File: src/include/fpcmp_params.svh
// Float compare unit constants
`ifndef FPCMP_PARAMS_SVH
`define FPCMP_PARAMS_SVH

// Configuration bus
`define FPCMP_ADDR_CTRL   2'd0
`define FPCMP_ADDR_STATUS 2'd1
`define FPCMP_CFG_W       8

// Predicate codes held in CTRL[2:0]
`define FPCMP_PRED_EQ 3'd0
`define FPCMP_PRED_NE 3'd1
`define FPCMP_PRED_LT 3'd2
`define FPCMP_PRED_LE 3'd3
`define FPCMP_PRED_GT 3'd4
`define FPCMP_PRED_GE 3'd5
`define FPCMP_PRED_UN 3'd6  // True when unordered
`define FPCMP_PRED_OR 3'd7  // True when ordered

// Default quiet NaN
`define FPCMP_CANON_NAN 32'h7FC00000

`endif

File: src/source/fpcmp_pkg.sv
// Float compare unit types
`default_nettype none

package fpcmp_pkg;

    // One IEEE 754 binary32 value
    typedef logic [31:0] fp32_t;

    // One-hot operand class
    typedef logic [5:0] fp_class_t;

    // Compare predicate selector
    typedef logic [2:0] pred_sel_t;

    // Bit positions inside fp_class_t
    localparam int CLS_ZERO    = 0;
    localparam int CLS_SUBNORM = 1;
    localparam int CLS_NORMAL  = 2;
    localparam int CLS_INF     = 3;
    localparam int CLS_QNAN    = 4;
    localparam int CLS_SNAN    = 5;

endpackage

`default_nettype wire

File: src/source/fp_classifier.sv
// Binary32 operand classifier
`timescale 1ns/1ps
`default_nettype none

module fp_classifier
    import fpcmp_pkg::*;
(
    input  fp32_t     operand,
    output fp_class_t op_class
);

    logic [7:0]  exp_f;
    logic [22:0] mant_f;
    logic        exp_zero;
    logic        exp_max;
    logic        mant_zero;

    assign exp_f  = operand[30:23];
    assign mant_f = operand[22:0];

    assign exp_zero  = (exp_f == 8'h00);
    assign exp_max   = (exp_f == 8'hFF);
    assign mant_zero = (mant_f == 23'h0);

    always_comb begin
        op_class = '0;
        op_class[CLS_ZERO]    = exp_zero && mant_zero;
        op_class[CLS_SUBNORM] = exp_zero && !mant_zero;
        op_class[CLS_NORMAL]  = !exp_zero && !exp_max;
        op_class[CLS_INF]     = exp_max && mant_zero;
        // Mantissa MSB set marks a quiet NaN
        op_class[CLS_QNAN]    = exp_max && mant_f[22];
        op_class[CLS_SNAN]    = exp_max && !mant_f[22] && !mant_zero;
    end

endmodule

`default_nettype wire

File: src/source/fp_comparator.sv
// Binary32 compare with predicate select
`timescale 1ns/1ps
`default_nettype none

`include "fpcmp_params.svh"

module fp_comparator
    import fpcmp_pkg::*;
(
    input  logic      clk,
    input  logic      rst_n,
    input  logic      in_valid,
    input  fp32_t     fp_a,
    input  fp32_t     fp_b,
    input  fp_class_t a_class,
    input  fp_class_t b_class,
    input  pred_sel_t pred_sel,
    input  logic      signaling,
    output logic      out_valid,
    output logic      eq,
    output logic      gt,
    output logic      lt,
    output logic      unordered,
    output logic      pred_result,
    output logic      invalid_pulse
);

    logic a_sign;
    logic b_sign;
    logic a_nan;
    logic b_nan;
    logic unord_c;
    logic both_zero;
    logic exp_gt;
    logic exp_eq;
    logic mant_gt;
    logic mag_gt;
    logic mag_eq;
    logic eq_c;
    logic gt_c;
    logic lt_c;
    logic pred_c;
    logic invalid_c;

    assign a_sign = fp_a[31];
    assign b_sign = fp_b[31];

    // NaN tests now come from each operand's own class
    assign a_nan   = a_class[CLS_QNAN] | a_class[CLS_SNAN];
    assign b_nan   = b_class[CLS_QNAN] | b_class[CLS_SNAN];
    assign unord_c = a_nan | b_nan;

    assign both_zero = a_class[CLS_ZERO] & b_class[CLS_ZERO];

    assign exp_gt  = (fp_a[30:23] > fp_b[30:23]);
    assign exp_eq  = (fp_a[30:23] == fp_b[30:23]);
    assign mant_gt = (fp_a[22:0] > fp_b[22:0]);
    assign mag_gt  = exp_gt || (exp_eq && mant_gt);
    assign mag_eq  = (fp_a[30:0] == fp_b[30:0]);

    // Equal bits also cover like-signed infinities
    assign eq_c = !unord_c && (both_zero || (fp_a == fp_b));

    always_comb begin
        gt_c = 1'b0;
        if (!unord_c && !both_zero) begin
            if (a_sign != b_sign) begin
                gt_c = !a_sign;
            end else if (!mag_eq) begin
                gt_c = a_sign ? !mag_gt : mag_gt;  // Negatives order in reverse
            end
        end
    end

    assign lt_c = !unord_c && !eq_c && !gt_c;

    always_comb begin
        pred_c = 1'b0;
        case (pred_sel)
            `FPCMP_PRED_EQ: pred_c = eq_c;
            `FPCMP_PRED_NE: pred_c = !eq_c;       // True on NaN inputs
            `FPCMP_PRED_LT: pred_c = lt_c;
            `FPCMP_PRED_LE: pred_c = lt_c | eq_c;
            `FPCMP_PRED_GT: pred_c = gt_c;
            `FPCMP_PRED_GE: pred_c = gt_c | eq_c;
            `FPCMP_PRED_UN: pred_c = unord_c;
            `FPCMP_PRED_OR: pred_c = !unord_c;
            default:        pred_c = 1'b0;
        endcase
    end

    assign invalid_c = a_class[CLS_SNAN] | b_class[CLS_SNAN] | (signaling & unord_c);

    always_ff @(posedge clk or negedge rst_n) begin
        if (!rst_n) begin
            out_valid     <= 1'b0;
            invalid_pulse <= 1'b0;
        end else begin
            out_valid     <= in_valid;
            invalid_pulse <= in_valid & invalid_c;  // One cycle, lines up with out_valid
        end
    end

    // Flags hold their value on idle cycles
    always_ff @(posedge clk or negedge rst_n) begin
        if (!rst_n) begin
            eq          <= 1'b0;
            gt          <= 1'b0;
            lt          <= 1'b0;
            unordered   <= 1'b0;
            pred_result <= 1'b0;
        end else if (in_valid) begin
            eq          <= eq_c;
            gt          <= gt_c;
            lt          <= lt_c;
            unordered   <= unord_c;
            pred_result <= pred_c;
        end
    end

endmodule

`default_nettype wire

File: src/source/fp_minmax.sv
// Binary32 minNum and maxNum
`timescale 1ns/1ps
`default_nettype none

`include "fpcmp_params.svh"

module fp_minmax
    import fpcmp_pkg::*;
(
    input  logic      clk,
    input  logic      rst_n,
    input  logic      in_valid,
    input  fp32_t     fp_a,
    input  fp32_t     fp_b,
    input  fp_class_t a_class,
    input  fp_class_t b_class,
    output fp32_t     min_val,
    output fp32_t     max_val
);

    logic  a_nan;
    logic  b_nan;
    logic  mag_lt;
    logic  a_lt_b;
    fp32_t min_c;
    fp32_t max_c;

    assign a_nan = a_class[CLS_QNAN] | a_class[CLS_SNAN];
    assign b_nan = b_class[CLS_QNAN] | b_class[CLS_SNAN];

    // Sign first, so -0 sits below +0
    assign mag_lt = (fp_a[30:0] < fp_b[30:0]);
    assign a_lt_b = (fp_a[31] != fp_b[31]) ? fp_a[31] :
                    (fp_a[31] ? (fp_b[30:0] < fp_a[30:0]) : mag_lt);

    always_comb begin
        if (a_nan && b_nan) begin
            min_c = `FPCMP_CANON_NAN;
            max_c = `FPCMP_CANON_NAN;
        end else if (a_nan) begin
            min_c = fp_b;  // A lone NaN loses to the number
            max_c = fp_b;
        end else if (b_nan) begin
            min_c = fp_a;
            max_c = fp_a;
        end else begin
            min_c = a_lt_b ? fp_a : fp_b;
            max_c = a_lt_b ? fp_b : fp_a;
        end
    end

    always_ff @(posedge clk or negedge rst_n) begin
        if (!rst_n) begin
            min_val <= '0;
            max_val <= '0;
        end else if (in_valid) begin
            min_val <= min_c;
            max_val <= max_c;
        end
    end

endmodule

`default_nettype wire

File: src/source/fpcmp_regs.sv
// Compare unit control and status registers
`timescale 1ns/1ps
`default_nettype none

`include "fpcmp_params.svh"

module fpcmp_regs
    import fpcmp_pkg::*;
(
    input  logic                    clk,
    input  logic                    rst_n,
    input  logic                    cfg_wr,
    input  logic [1:0]              cfg_addr,
    input  logic [`FPCMP_CFG_W-1:0] cfg_wdata,
    input  logic                    invalid_pulse,
    output logic [`FPCMP_CFG_W-1:0] cfg_rdata,
    output pred_sel_t               pred_sel,
    output logic                    signaling,
    output logic                    invalid_flag
);

    logic ctrl_wr;
    logic status_wr;

    assign ctrl_wr   = cfg_wr && (cfg_addr == `FPCMP_ADDR_CTRL);
    assign status_wr = cfg_wr && (cfg_addr == `FPCMP_ADDR_STATUS);

    // CTRL register
    always_ff @(posedge clk or negedge rst_n) begin
        if (!rst_n) begin
            pred_sel  <= `FPCMP_PRED_EQ;
            signaling <= 1'b0;
        end else if (ctrl_wr) begin
            pred_sel  <= cfg_wdata[2:0];
            signaling <= cfg_wdata[3];
        end
    end

    // Sticky invalid, set beats write-1-to-clear
    always_ff @(posedge clk or negedge rst_n) begin
        if (!rst_n) begin
            invalid_flag <= 1'b0;
        end else if (invalid_pulse) begin
            invalid_flag <= 1'b1;
        end else if (status_wr && cfg_wdata[0]) begin
            invalid_flag <= 1'b0;
        end
    end

    always_comb begin
        cfg_rdata = '0;  // Unmapped reads return zero
        case (cfg_addr)
            `FPCMP_ADDR_CTRL: begin
                cfg_rdata[2:0] = pred_sel;
                cfg_rdata[3]   = signaling;
            end
            `FPCMP_ADDR_STATUS: begin
                cfg_rdata[0] = invalid_flag;
            end
            default: begin
                cfg_rdata = '0;
            end
        endcase
    end

endmodule

`default_nettype wire

File: src/source/fpcmp_top.sv
// Float compare unit top level
`timescale 1ns/1ps
`default_nettype none

`include "fpcmp_params.svh"

module fpcmp_top
    import fpcmp_pkg::*;
(
    input  logic                    clk,
    input  logic                    rst_n,
    input  logic                    cfg_wr,
    input  logic [1:0]              cfg_addr,
    input  logic [`FPCMP_CFG_W-1:0] cfg_wdata,
    output logic [`FPCMP_CFG_W-1:0] cfg_rdata,
    input  fp32_t                   fp_a,
    input  fp32_t                   fp_b,
    input  logic                    in_valid,
    output logic                    out_valid,
    output logic                    eq,
    output logic                    gt,
    output logic                    lt,
    output logic                    unordered,
    output logic                    pred_result,
    output fp32_t                   min_val,
    output fp32_t                   max_val,
    output logic                    invalid_flag
);

    fp_class_t a_class;
    fp_class_t b_class;
    pred_sel_t pred_sel;
    logic      signaling;
    logic      invalid_pulse;

    fp_classifier a_class_i (
        .operand  (fp_a),
        .op_class (a_class)
    );

    fp_classifier b_class_i (
        .operand  (fp_b),
        .op_class (b_class)
    );

    fp_comparator cmp_i (
        .clk           (clk),
        .rst_n         (rst_n),
        .in_valid      (in_valid),
        .fp_a          (fp_a),
        .fp_b          (fp_b),
        .a_class       (a_class),
        .b_class       (b_class),
        .pred_sel      (pred_sel),
        .signaling     (signaling),
        .out_valid     (out_valid),
        .eq            (eq),
        .gt            (gt),
        .lt            (lt),
        .unordered     (unordered),
        .pred_result   (pred_result),
        .invalid_pulse (invalid_pulse)
    );

    fp_minmax minmax_i (
        .clk      (clk),
        .rst_n    (rst_n),
        .in_valid (in_valid),
        .fp_a     (fp_a),
        .fp_b     (fp_b),
        .a_class  (a_class),
        .b_class  (b_class),
        .min_val  (min_val),
        .max_val  (max_val)
    );

    fpcmp_regs regs_i (
        .clk           (clk),
        .rst_n         (rst_n),
        .cfg_wr        (cfg_wr),
        .cfg_addr      (cfg_addr),
        .cfg_wdata     (cfg_wdata),
        .invalid_pulse (invalid_pulse),
        .cfg_rdata     (cfg_rdata),
        .pred_sel      (pred_sel),
        .signaling     (signaling),
        .invalid_flag  (invalid_flag)
    );

endmodule

`default_nettype wire

File: config.mk
export PLATFORM = sky130hd
export DESIGN_NAME = fpcmp_top
export DESIGN_NICKNAME = d
export VERILOG_FILES = /design/src/source/fpcmp_pkg.sv /design/src/source/fp_classifier.sv /design/src/source/fp_comparator.sv /design/src/source/fp_minmax.sv /design/src/source/fpcmp_regs.sv /design/src/source/fpcmp_top.sv
export VERILOG_INCLUDE_DIRS = /design/src /design/src/include
export SDC_FILE = /design/constraint.sdc
export NUM_CORES = 1
export LEC_CHECK = 0
export BUFFER_PORTS_ARGS = -buffer_cell sky130_fd_sc_hd__buf_4
export CAP_MARGIN = 40
export CORE_MARGIN = 3
export CORE_UTILIZATION = 44
export DETAILED_ROUTE_END_ITERATION = 6
export PLACE_DENSITY = 0.69
export SLEW_MARGIN = 40
export SYNTH_ARGS = -nofsm -noshare
export SYNTH_HDL_FRONTEND = slang
export SYNTH_HIERARCHICAL = 1
export SYNTH_SLANG_ARGS = --single-unit
export TNS_END_PERCENT = 100
File: constraint.sdc
create_clock -name clk -period 3.85 [get_ports clk]
set_clock_uncertainty 0.1 [all_clocks]
set_input_delay 0.77 -clock clk [delete_from_list [all_inputs] [get_ports clk]]
set_output_delay 0.77 -clock clk [all_outputs]
set_load 0.05 [all_outputs]
* After elaboration in Yosys (flattened, before gate mapping) *
Index checks and enable logic that the tools add are counted.

cells by class
  add/sub/neg operators = 0
  $mul = 0
  divide/modulo/power cells = 0
  magnitude comparators = 4
  equality and inequality tests = 14
  shift-type cells = 0
  muxes and demuxes = 19
  bitwise operators = 10
  reductions and logical operators = 36

operators by type and width
  kind                  count
  $mux W32              8
  $lt A31 B31 Y1        2
  $logic_not A23 Y1     2
  $eq A32 B32 Y1        1
  $eq A31 B31 Y1        1
  $gt A23 B23 Y1        1
  $logic_and A1 B1 Y1   17
  $eq A8 B8 Y1 const B  2
  $logic_not A8 Y1      2
  $eq A3 B3 Y1 const B  4
  $logic_not A1 Y1      10
  $eq A8 B8 Y1          1
  $gt A8 B8 Y1          1
  $mux W1               8
  $pmux W1 S8           1
  $or A1 B1 Y1          7
  $eq A3 B2 Y1 const B  2
  $and A1 B1 Y1         3
  $eq A3 B1 Y1 const B  1
  $logic_not A3 Y1      1
  $mux W3               1
  $eq A2 B1 Y1 const B  1
  $logic_not A2 Y1      1
  $logic_or A1 B1 Y1    2
  other kinds (3)       3

storage, ports and cells
  bits in registers = 76
  bits in latches = 0
  memory bits (writable) = 0
  bits in read-only memories = 0
  output and inout port bits = 79
  memories = 0

* Logic depth before layout (Yosys ltp) *
Gate-level depths: netlist (run 1).

  depth in word-level cells = 12
  depth in mapped cells = 11
  gate-level depth less buffers = 10

* Cells and area by module *
The synthesis (run 1) kept the hierarchy.

modules (own cells, without submodules)
  module         times used  cells an instance  area an instance (sq um)  seq. area each (sq um)
  fp_minmax      1           438                4,151.5                   1,601.5
  fp_comparator  1           167                1,290.0                   175.2
  fp_classifier  2           21                 155.1                     0.0
  fpcmp_regs     1           23                 275.3                     125.1

* Worst setup path after synthesis (run 1) *
No wires, ideal clock.

  path kind = in2reg
  start = in fp_a[30]
  end = reg minmax_i.max_val[10]
  setup time = 0.126 ns
  arrival = 2.876 ns
  path slack = 0.748 ns
  stages on the path = 11
  path buffers = 2
  path through = inv_1 -> ha_1 -> nand4_2 -> nor4_4 -> nand2_2 -> a311o_1 -> buf_6 -> a211oi_4 -> nor2_2 -> buf_6 -> a221o_1

between the ends
  word-level cells in the longest chain between the ends = 7

RTL lines
  what                                      line                              source
  from (decl)                               fpcmp_top.sv:16                   input fp32_t fp_a,
  $lt A31 B31 Y1, on equally long branches  fp_minmax.sv:32, fp_minmax.sv:34
  $mux W1                                   fp_minmax.sv:34                   (fp_a[31] ? (fp_b[30:0] < fp_a[30:0]) : mag_lt);
  $mux W1                                   fp_minmax.sv:33                   assign a_lt_b = (fp_a[31] != fp_b[31]) ? fp_a[31] :
  $mux W32                                  fp_minmax.sv:48                   max_c = a_lt_b ? fp_b : fp_a;
  $mux W32                                  fp_minmax.sv:43                   end else if (b_nan) begin
  $mux W32                                  fp_minmax.sv:40                   end else if (a_nan) begin
  $mux W32 *                                fp_minmax.sv:37                   if (a_nan && b_nan) begin
  to (signal assigned)                      fp_minmax.sv:58                   max_val <= max_c;
  to (decl)                                 fp_minmax.sv:18                   output fp32_t max_val

Every way passes the cells marked *; elsewhere a longest branch is shown, timed or not.
A chain may end at the register's enable or synchronous reset.

* Final worst setup path (run 1) *
  start = in fp_a[4]
  end = reg minmax_i.max_val[7]

The elaborated chain is that of the path after synthesis.

==> impl_results.md, run 1 <==
- CTS buffer count: 9
- Area Growth Syn to Fin: 25.8%
- Fin nets: 943
- Tmin final: 3.38 ns
- # Max-Cap Violations: 0
- Die footprint: 15000 µm²
- Met2 GRT Util: 42.8%
- Routed WL: 19.5 mm
- Initial Util: 46.2%
- Core footprint: 12900 µm²
- Post-Syn Area per Cell: 8.99 µm²
- Cell Chain, Critical Path: buf_4 > inv_1 > ha_1 > a211oi_1 > nor2_1 > o31ai_1 > a311oi_2 > nor4_1 > nor2_4 > a221o_1
- Final non-filler cell total: 977
- Root buf cell: clkbuf_16
- Critical path class: in2reg
- Hold_buf cts: 0
- DR pass1 iterations: 6
- Hold WS: 0.342 ns
- Peak VDD IR: 0.234 mV
- Clk Latency, worst-skew pair: 0.34 ns
- Grt total ovfl: 0
- Fin crit share: 87.7%
- Critical Path AT: 3.50 ns
- Met3 usage: 4.42%
- Vias: 6079
- GRT busiest layer: met2
- Max Clk Rate: 0.296 GHz
- Met1 usage: 34.4%
- Req. time, crit path: 3.97 ns
- Initial DRC Count: 578
- DRC: 0
- Share of cells above drive strength 1: 25.7%
- CTS max path bufs: 2
- Worst-path fanout max: 21
- Critical Path Sink Type: register
- Detailed Place HPWL: 14.2 mm
- Port Buffers: 148
- Vias in the first global route: 5971
- Global-route wire length before repair: 30.7 mm
- # IOs: 157
- Hold Crit Class: in2async
- Clock sinks: 76
- Cell family with most CP delay: compound AO/OA/AOI/OAI gates
- Gate Count Post-Synth: 664
- Slowest cell on the critical path: nor4_1
- Post_cts resized: 0
- Gp weighted congestion: 0.877
- P per Cell Area: 406 nW/µm²
- Post-Place Cells: 962
- Max incr delay on CP: 0.58 ns
- H-tree depth: 3
- Slew of the pin with the lowest slew margin: 0.735 ns
- Clock-pin transition on the worst setup and hold timing paths: 0.06 ns
- P_leak: 3.68 nW
- WP buf/inv: 2
- Antenna diode count: 0
- Total track usage: 26.1%
- Type of origin of the critical path: input pin
- CTS tree: yes
- Setup_tns: 0 ns
- Die height: 123 µm
- Pins over their slew limit: 0
- RSZ-0062 raised after global routing: false
- Rows: 41
- Initial antenna violation count: 0
- Vias per cell: 6.22
- Largest net degree at the start of global routing: 77
- Syn Std Cell Area: 5970 µm²
- Final WS setup: 0.474 ns
- Final setup vio count: 0
- YS warnings: 6
- Final hold vios: 0
- Number of post-CTS setup repair buffers: 0
- DIE WIDTH: 123 µm
- Pre-CTS setup slack: 0.241 ns
- DRT antenna net count: 0
- Slew HR: 51.0%
- Wirelength per Cell: 19.9 µm
- Run status: completed
## cell usage in the layout, fill, tap and decap left out, types with 5 or more instances in the layout
cell	instances
nand2b_1	5
ha_1	64
nand4_2	5
nor4_2	7
nand4_1	14
o21ai_0	14
buf_4	159
a31oi_1	8
nand3_1	10
a21o_1	7
clkbuf_16	9
nor2_1	39
nor2b_1	45
and3_1	22
nand2_1	30
nor3_1	16
and2_1	5
o31ai_1	19
a221o_1	42
a21oi_1	46
nor4_1	14
dfrtp_1	76
a41oi_1	19
inv_1	70
## through the flow
stage	utilization, %	cell area (µm²)	total power [mW]
6_report	58.1	7510	3.05
5_1_grt	58.1	7510	3.20
4_1_cts	58.1	7510	3.07
3_5_place_dp	55.9	7230	2.23
3_3_place_gp	55.8	7220	2.20
2_1_floorplan	-	5980	1.79
## per-layer routing
metal | up-vias | wire length [µm]
met2 | 298 | 9150
met5 | - | 0
li1 | 2751 | -
met1 | 2995 | 8230
met3 | 35 | 1650
met4 | 0 | 451
## worst register-to-register path, stage by stage (launching register included)
cell and delay, ns:
dfrtp_1 0.48, o21a_1 0.23, o221ai_1 0.17, a31oi_1 0.06, a31oi_1 0.15, a31oi_1 0.06
a31o_1 0.19
## cell type report
class / instances / area, µm²
Fill cell: 1178 / 5410
Multi-Input combinational cell: 484 / 3650
Sequential cell: 76 / 1900
Timing Repair Buffer: 160 / 1200
Inverter: 70 / 263
Clock buffer: 10 / 229
Tap cell: 172 / 215
Clock inverter: 5 / 53.8
## path summary, 6_finish.rpt
kind	startpoint	endpoint	slack, ns	cells after the start
setup / recovery	fp_a[4]	minmax_i/max_val[7]$_DFFE_PN0P_	0.47	10
hold / removal	rst_n	minmax_i/max_val[16]$_DFFE_PN0P_	0.34	1
setup reg to reg	regs_i/pred_sel[0]$_DFFE_PN0P_	cmp_i/pred_result$_DFFE_PN0P_	2.29	6
hold reg to reg	cmp_i/invalid_pulse$_DFF_PN0_	regs_i/invalid_flag$_DFFE_PN0P_	0.35	1
max in group asynchronous	rst_n	minmax_i/max_val[25]$_DFFE_PN0P_	2.77	1
min in group clk	cmp_i/invalid_pulse$_DFF_PN0_	regs_i/invalid_flag$_DFFE_PN0P_	0.35	1
## report_power, final
| group | internal (mW) | total (mW) | switching, mW |
|---|---|---|---|
| logic | 0.425 | 1.23 | 0.810 |
| registers | 0.914 | 0.989 | 0.0748 |
| clock network | 0.496 | 0.830 | 0.334 |
| total | 1.83 | 3.05 | 1.22 |
## registers in the layout, indices dropped and copies added, names as in the netlist
| register | cells |
|---|---|
| cmp_i/pred_result | 1 |
| cmp_i/out_valid | 1 |
| regs_i/pred_sel | 3 |
| cmp_i/unordered | 1 |
| minmax_i/max_val | 32 |
| cmp_i/gt | 1 |
| minmax_i/min_val | 32 |
| cmp_i/invalid_pulse | 1 |
| regs_i/invalid_flag | 1 |
| cmp_i/eq | 1 |
| cmp_i/lt | 1 |
| regs_i/signaling | 1 |
Note: power is estimated with default switching activity, not from simulation.
==> inputs of run 2 (changes only) <==
--- a/config.mk
+++ b/config.mk
@@ -12,6 +12,7 @@
 export CORE_UTILIZATION = 44
 export DETAILED_ROUTE_END_ITERATION = 6
 export PLACE_DENSITY = 0.69
+export RECOVER_POWER = 100
 export SLEW_MARGIN = 40
 export SYNTH_ARGS = -nofsm -noshare
 export SYNTH_HDL_FRONTEND = slang
==> run 2 against run 1 <==
Effect of this change: the run now ends with capacitance limit, slew limit left; cell count did not move; global-route usage did not move; clock-buffer cell count did not move; first-iteration DRC count is 6.6% lower; design area decreased by 4.5%; die area unchanged.
==> impl_results.md, run 2 (synthesized netlist as in run 1, its figures left out) <==
- Run status: complete, but fails checks
- Most common cell after layout, fill and taps aside: clkbuf_1
- Initial antenna violation count: 0 (unchanged)
- Initial Util: 46.2% (unchanged)
- Clk Latency, worst-skew pair: 0.34 ns (about the same)
- Max Clk Rate: 0.284 GHz (-4.2%)
- Largest regs: minmax_i/max_val: 32 flops, minmax_i/min_val: 32 flops, regs_i/pred_sel: 3 flops
- CTS max path bufs: 2 (unchanged)
- Global-route wire length before repair: 30.7 mm (unchanged)
- Peak VDD IR: 0.217 mV (-7.2%)
- Cell Chain, Critical Path: buf_4 > inv_1 > ha_1 > a211oi_1 > nor2_1 > o31ai_1 > a311oi_2 > nor4_1 > nor3_2 > clkbuf_2 > a221o_1
- Worst reg-to-reg path cell count: 6 (unchanged)
- Vias in the first global route: 5971 (unchanged)
- Hold Crit Class: reg2reg
- WP buf/inv: 3 (+1)
- Die height: 123 µm (unchanged)
- Critical Path Sink Type: register
- Largest net degree at the start of global routing: 77 (unchanged)
- Tmin final: 3.52 ns (+0.148 ns)
- Met3 wire length: 1.39 mm (-15%)
- Pins over their slew limit: 127 (+127)
- RSZ-0062 raised after global routing: false
- Rows: 41 (unchanged)
- Critical Path AT: 3.64 ns (+0.14 ns)
- Wirelength per Cell: 19.9 µm (-0.25%)
- # Max-Cap Violations: 2 (+2)
- Hold_buf cts: 0 (unchanged)
- Setup_tns: 0 ns (unchanged)
- Gp weighted congestion: 0.877 (unchanged)
- DIE WIDTH: 123 µm (unchanged)
- P_leak: 3.37 nW (-8.4%)
- Antenna diode count: 0 (unchanged)
- Fin nets: 943 (unchanged)
- Failing checks: capacitance limit, slew limit
- Post_cts resized: 0 (unchanged)
- Pre-CTS setup slack: 0.241 ns (unchanged)
- Final setup vio count: 0 (unchanged)
- WP depth: 11 (+1)
- Worst Setup EP: minmax_i/min_val[14]$_DFFE_PN0P_
- Req. time, crit path: 3.97 ns (about the same)
- Detailed Place HPWL: 14.2 mm (unchanged)
- H-tree depth: 3 (unchanged)
- Clock-pin transition on the worst setup and hold timing paths: 0.06 ns (about the same)
- # IOs: 157 (unchanged)
- Vias: 5992 (-1.4%)
- Total track usage: 26.1% (unchanged)
- Core footprint: 12900 µm² (unchanged)
- Commonest cells after routing, fill and taps aside: clkbuf_1, buf_4, dfrtp_1
- Type of origin of the critical path: input pin
- FF-to-FF Start: regs_i/pred_sel[0]$_DFFE_PN0P_
- Max incr delay on CP: 0.47 ns (-0.11 ns)
- Vias per cell: 6.13 (-1.4%)
- Launch point of the critical path: fp_a[4]
- Fin util: 55.5% (-2.6 points)
- Cell family with most CP delay: compound AO/OA/AOI/OAI gates
- Initial DRC Count: 540 (-6.6%)
- Root buf cell: clkbuf_16
- Slew of the pin with the lowest slew margin: 1.97 ns (+1.23 ns)
- CTS tree: yes
- Tot Pwr: 2.95 mW (-3.5%)
- Worst reg2reg setup slack: 2.28 ns (about the same)
- Die footprint: 15000 µm² (unchanged)
- P per Cell Area: 411 nW/µm² (+1.1%)
- Slew HR: -31.0% (-82 points)
- DR pass1 iterations: 5 (-1)
- Critical path class: in2reg
- Slowest cell on the critical path: nor4_1
- Worst-path fanout max: 21 (unchanged)
- Fillers: 1241 (+5.3%)
- M1 wire length: 8.54 mm (+3.7%)
- Final WS setup: 0.327 ns (-0.148 ns)
- DRT antenna net count: 0 (unchanged)
- Routed WL: 19.4 mm (-0.25%)
- Port Buffers: 148 (unchanged)
- Worst reg2reg path endpoint: cmp_i/pred_result$_DFFE_PN0P_
- Area Growth Syn to Fin: 20.2%
- Met2 wire len: 9.10 mm (-0.49%)
- Final hold vios: 0 (unchanged)
- Grt total ovfl: 0 (unchanged)
- Share of cells above drive strength 1: 15.2% (-11 points)
- CTS buffer count: 9 (unchanged)
- Clock sinks: 76 (unchanged)
- Top layer in use: met4
- Number of post-CTS setup repair buffers: 0 (unchanged)
- DRC: 0 (unchanged)
- Fin crit share: 91.5% (+3.8 points)
==> run 2: cell types whose count changed in the layout (fill, tap and decap cells not counted), sizes merged <==
cell    previous run  this run
buf              160        79
clkbuf            10        91
==> run 2: cell type report <==
type,instances,area (µm²),share of cell area [%]
well taps,172,215,3.00
multi-input cells,484,3610,50.4
clock inverters,5,53.8,0.750
clock buffers,10,229,3.19
flip-flops and latches,76,1900,26.5
inverters,70,263,3.66
repair buffers,160,900,12.5
==> run 2: stage by stage <==
step                      hold WS, ns  area, µm²  cells
after floorplan                 0.304       5980    667
after global placement          0.323       7220    962
after detailed placement        0.331       7230    962
after CTS                       0.353       7510    977
after global routing            0.369       7180    977
final                           0.356       7180    977
==> run 2: worst min-delay path by stage <==
stage / start / depth (start not counted) / endpoint / slack [ns]
2_1_floorplan: cmp_i/invalid_pulse$_DFF_PN0_ / 1 / regs_i/invalid_flag$_DFFE_PN0P_ / 0.30
3_3_place_gp: cmp_i/invalid_pulse$_DFF_PN0_ / 1 / regs_i/invalid_flag$_DFFE_PN0P_ / 0.32
3_5_place_dp: cmp_i/invalid_pulse$_DFF_PN0_ / 1 / regs_i/invalid_flag$_DFFE_PN0P_ / 0.33
4_1_cts: cmp_i/invalid_pulse$_DFF_PN0_ / 1 / regs_i/invalid_flag$_DFFE_PN0P_ / 0.35
5_1_grt: cmp_i/invalid_pulse$_DFF_PN0_ / 1 / regs_i/invalid_flag$_DFFE_PN0P_ / 0.37
6_report: cmp_i/invalid_pulse$_DFF_PN0_ / 1 / regs_i/invalid_flag$_DFFE_PN0P_ / 0.36
==> run 2: routing by layer <==
| layer | GRT usage [%] | vias up |
|---|---|---|
| met1 | 34.4 | 2945 |
| met2 | 42.8 | 265 |
| met4 | 10.1 | 0 |
| met5 | 0 | - |
| li1 | - | 2752 |
| met3 | 4.42 | 30 |
==> run 2: power breakdown <==
group	switching, mW	total [mW]	leakage (nW)	internal [mW]
registers	0.0720	0.986	0.912	0.914
clock network	0.334	0.830	0.142	0.496
logic	0.808	1.13	2.32	0.322
==> run 2: worst register-to-register path: stages (launching register included) <==
cell	delay, ns
dfrtp_1	0.48
o21a_1	0.23
o221ai_1	0.18
a31oi_1	0.06
a31oi_1	0.15
a31oi_1	0.06
a31o_1	0.19
==> inputs of run 3 (changes only) <==
--- a/config.mk
+++ b/config.mk
@@ -11,6 +11,7 @@
 export CORE_MARGIN = 3
 export CORE_UTILIZATION = 44
 export DETAILED_ROUTE_END_ITERATION = 6
+export MAX_ROUTING_LAYER = met4
 export PLACE_DENSITY = 0.69
 export RECOVER_POWER = 100
 export SLEW_MARGIN = 40
==> run 3 against run 2 <==
Effect of this change: the run still ends with capacitance limit, slew limit left; combinational power about the same; maximum frequency grew 1.4%; clock power increased by 13%; first-iteration DRC count increased by 7.6%; setup slack improved by 0.050 ns; via count down 0.65%; total power rose by 3.6%; design area up 0.70%; non-clock buffer count did not move; critical path type unchanged; largest power group unchanged; highest routed layer unchanged.
==> impl_results.md, run 3 (synthesized netlist as in run 1, its figures left out) <==
- Fin area: 7230 µm² (+0.70%)
- Largest regs: minmax_i/max_val: 32 flops, minmax_i/min_val: 32 flops, regs_i/pred_sel: 3 flops
- Number of post-CTS setup repair buffers: 0 (unchanged)
- Slew HR: -31.3% (-0.24 points)
- Vias: 5953 (-0.65%)
- Hold_buf cts: 0 (unchanged)
- CTS buffer count: 9 (unchanged)
- Placed cell area: 7230 µm² (unchanged)
- Detailed Place HPWL: 14.2 mm (-0.28%)
- Gp weighted congestion: 0.882 (+0.57%)
- DR pass1 iterations: 5 (unchanged)
- Type of origin of the critical path: input pin
- CTS tree: yes
- Tmin final: 3.47 ns (-0.0497 ns)
- Hold WS: 0.340 ns (-0.0162 ns)
- Fin crit share: 90.2% (-1.3 points)
- Fin nets: 943 (unchanged)
- Final setup vio count: 0 (unchanged)
- Worst-path fanout max: 21 (unchanged)
- Clock-pin transition on the worst setup and hold timing paths: 0.06 ns (about the same)
- Multi-input gate area: 3620 µm² (+0.10%)
- H-tree depth: 3 (unchanged)
- Vias per cell: 6.09 (-0.75%)
- Port Buffers: 148 (unchanged)
- Critical path class: in2reg
- Max Clk Rate: 0.288 GHz (+1.4%)
- Rows: 41 (unchanged)
- DRT antenna net count: 0 (unchanged)
- Die footprint: 15000 µm² (unchanged)
- Clk Latency, worst-skew pair: 0.34 ns (about the same)
- Cell Chain, Critical Path: buf_4 > inv_1 > ha_1 > nand4_1 > nor4_4 > nand2_2 > a311oi_1 > nor4_1 > nor3_2 > clkbuf_2 > a221o_1
- CTS max path bufs: 2 (unchanged)
- Vias in the first global route: 6030 (+0.99%)
- # Max-Cap Violations: 2 (unchanged)
- Post_cts resized: 0 (unchanged)
- Root buf cell: clkbuf_16
- Commonest cells after routing, fill and taps aside: clkbuf_1, buf_4, dfrtp_1
- Share of cells above drive strength 1: 15.4% (+0.23 points)
- Final hold vios: 0 (unchanged)
- Largest net degree at the start of global routing: 77 (unchanged)
- # IOs: 157 (unchanged)
- Hold Crit Class: reg2reg
- Grt total ovfl: 0 (unchanged)
- Critical Path Sink Type: register
- Initial antenna violation count: 0 (unchanged)
- Fillers: 1252 (+0.89%)
- Die height: 123 µm (unchanged)
- WP buf/inv: 3 (unchanged)
- Core footprint: 12900 µm² (unchanged)
- Global-route wire length before repair: 30.8 mm (+0.40%)
- Area Growth Syn to Fin: 21.0%
- Most common cell after layout, fill and taps aside: clkbuf_1
- Cell family with most CP delay: simple AND/OR/NAND/NOR gates
- Critical Path AT: 3.65 ns (about the same)
- P_leak: 3.39 nW (+0.61%)
- RSZ-0062 raised after global routing: false
- Wirelength per Cell: 20.0 µm (+0.44%)
- FF-to-FF Start: regs_i/pred_sel[0]$_DFFE_PN0P_
- Pins over their slew limit: 127 (unchanged)
- Total track usage: 26.9% (+0.77 points)
- Initial DRC Count: 581 (+7.6%)
- Peak VDD IR: 0.234 mV (+8.0%)
- Launch point of the critical path: fp_a[26]
- DIE WIDTH: 123 µm (unchanged)
- Routed WL: 19.5 mm (+0.55%)
- Slew of the pin with the lowest slew margin: 1.97 ns (+0.00354 ns)
- Slowest cell on the critical path: a311oi_1
- P per Cell Area: 423 nW/µm² (+2.9%)
- Clock sinks: 76 (unchanged)
- Initial Util: 46.2% (unchanged)
- Max incr delay on CP: 0.63 ns (+0.16 ns)
- Antenna diode count: 0 (unchanged)
- Sequential Area: 1900 µm² (unchanged)
- Setup_tns: 0 ns (unchanged)
- Failing checks: capacitance limit, slew limit
- DRC: 0 (unchanged)
- Req. time, crit path: 4.02 ns (+0.05 ns)
- Run status: complete, but fails checks
- Hold path start: cmp_i/invalid_pulse$_DFF_PN0_
## run 3: changes by cell type in the layout (fill, tap and decap cells not counted)
cell,change
bufinv_16,+1
a311oi_2,-1
nand4_1,-1
a311oi_1,+1
clkbuf_1,+1
nand4_2,+1
mux2_1,-1
a21oi_1,-1
a21oi_2,+1
clkinv_2,-3
clkbuf_8,+2
mux2_2,+1
## run 3: final timing paths
kind                       cells past startpoint  slack (ns)                                to
max                                           11        0.38   minmax_i/min_val[3]$_DFFE_PN0P_
min                                            1        0.34   regs_i/invalid_flag$_DFFE_PN0P_
max reg2reg                                    6        2.27     cmp_i/pred_result$_DFFE_PN0P_
min reg2reg                                    1        0.34   regs_i/invalid_flag$_DFFE_PN0P_
max in group asynchronous                      1        1.59  minmax_i/max_val[24]$_DFFE_PN0P_
min in group asynchronous                      1        0.85  minmax_i/max_val[17]$_DFFE_PN0P_
## run 3: cell type report
| class | count | area share, % |
|---|---|---|
| multi-input combinational | 484 | 50.1 |
| clock buffer | 13 | 3.60 |
| timing repair buffer | 160 | 12.5 |
| tap | 172 | 2.98 |
| clock inverter | 3 | 0.952 |
| inverter | 70 | 3.64 |
| sequential | 76 | 26.3 |
## run 3: metal layers
metal / part of all wire [%] / global-route usage, % / vias to the layer above
met4: 1.5 / 9.24 / 0
li1: - / - / 2758
met3: 6.1 / 3.92 / 28
met2: 47 / 43.0 / 245
met5: 0 / - / -
met1: 45 / 35.0 / 2922
## run 3: report_power, final
group	internal, mW	switching (mW)	leakage, nW
Combinational	0.323	0.808	2.32
Sequential	0.914	0.0711	0.912
Clock	0.605	0.333	0.160
## run 3: per-stage QoR
step	total power, mW	util [%]	setup WS (ns)	std cells
after floorplan	1.79	-	0.748	667
after global placement	2.20	55.8	0.0447	962
after detailed placement	2.23	55.9	0.183	962
after CTS	3.18	58.5	0.524	978
after global routing	3.20	55.9	0.195	978
final	3.05	55.9	0.376	978
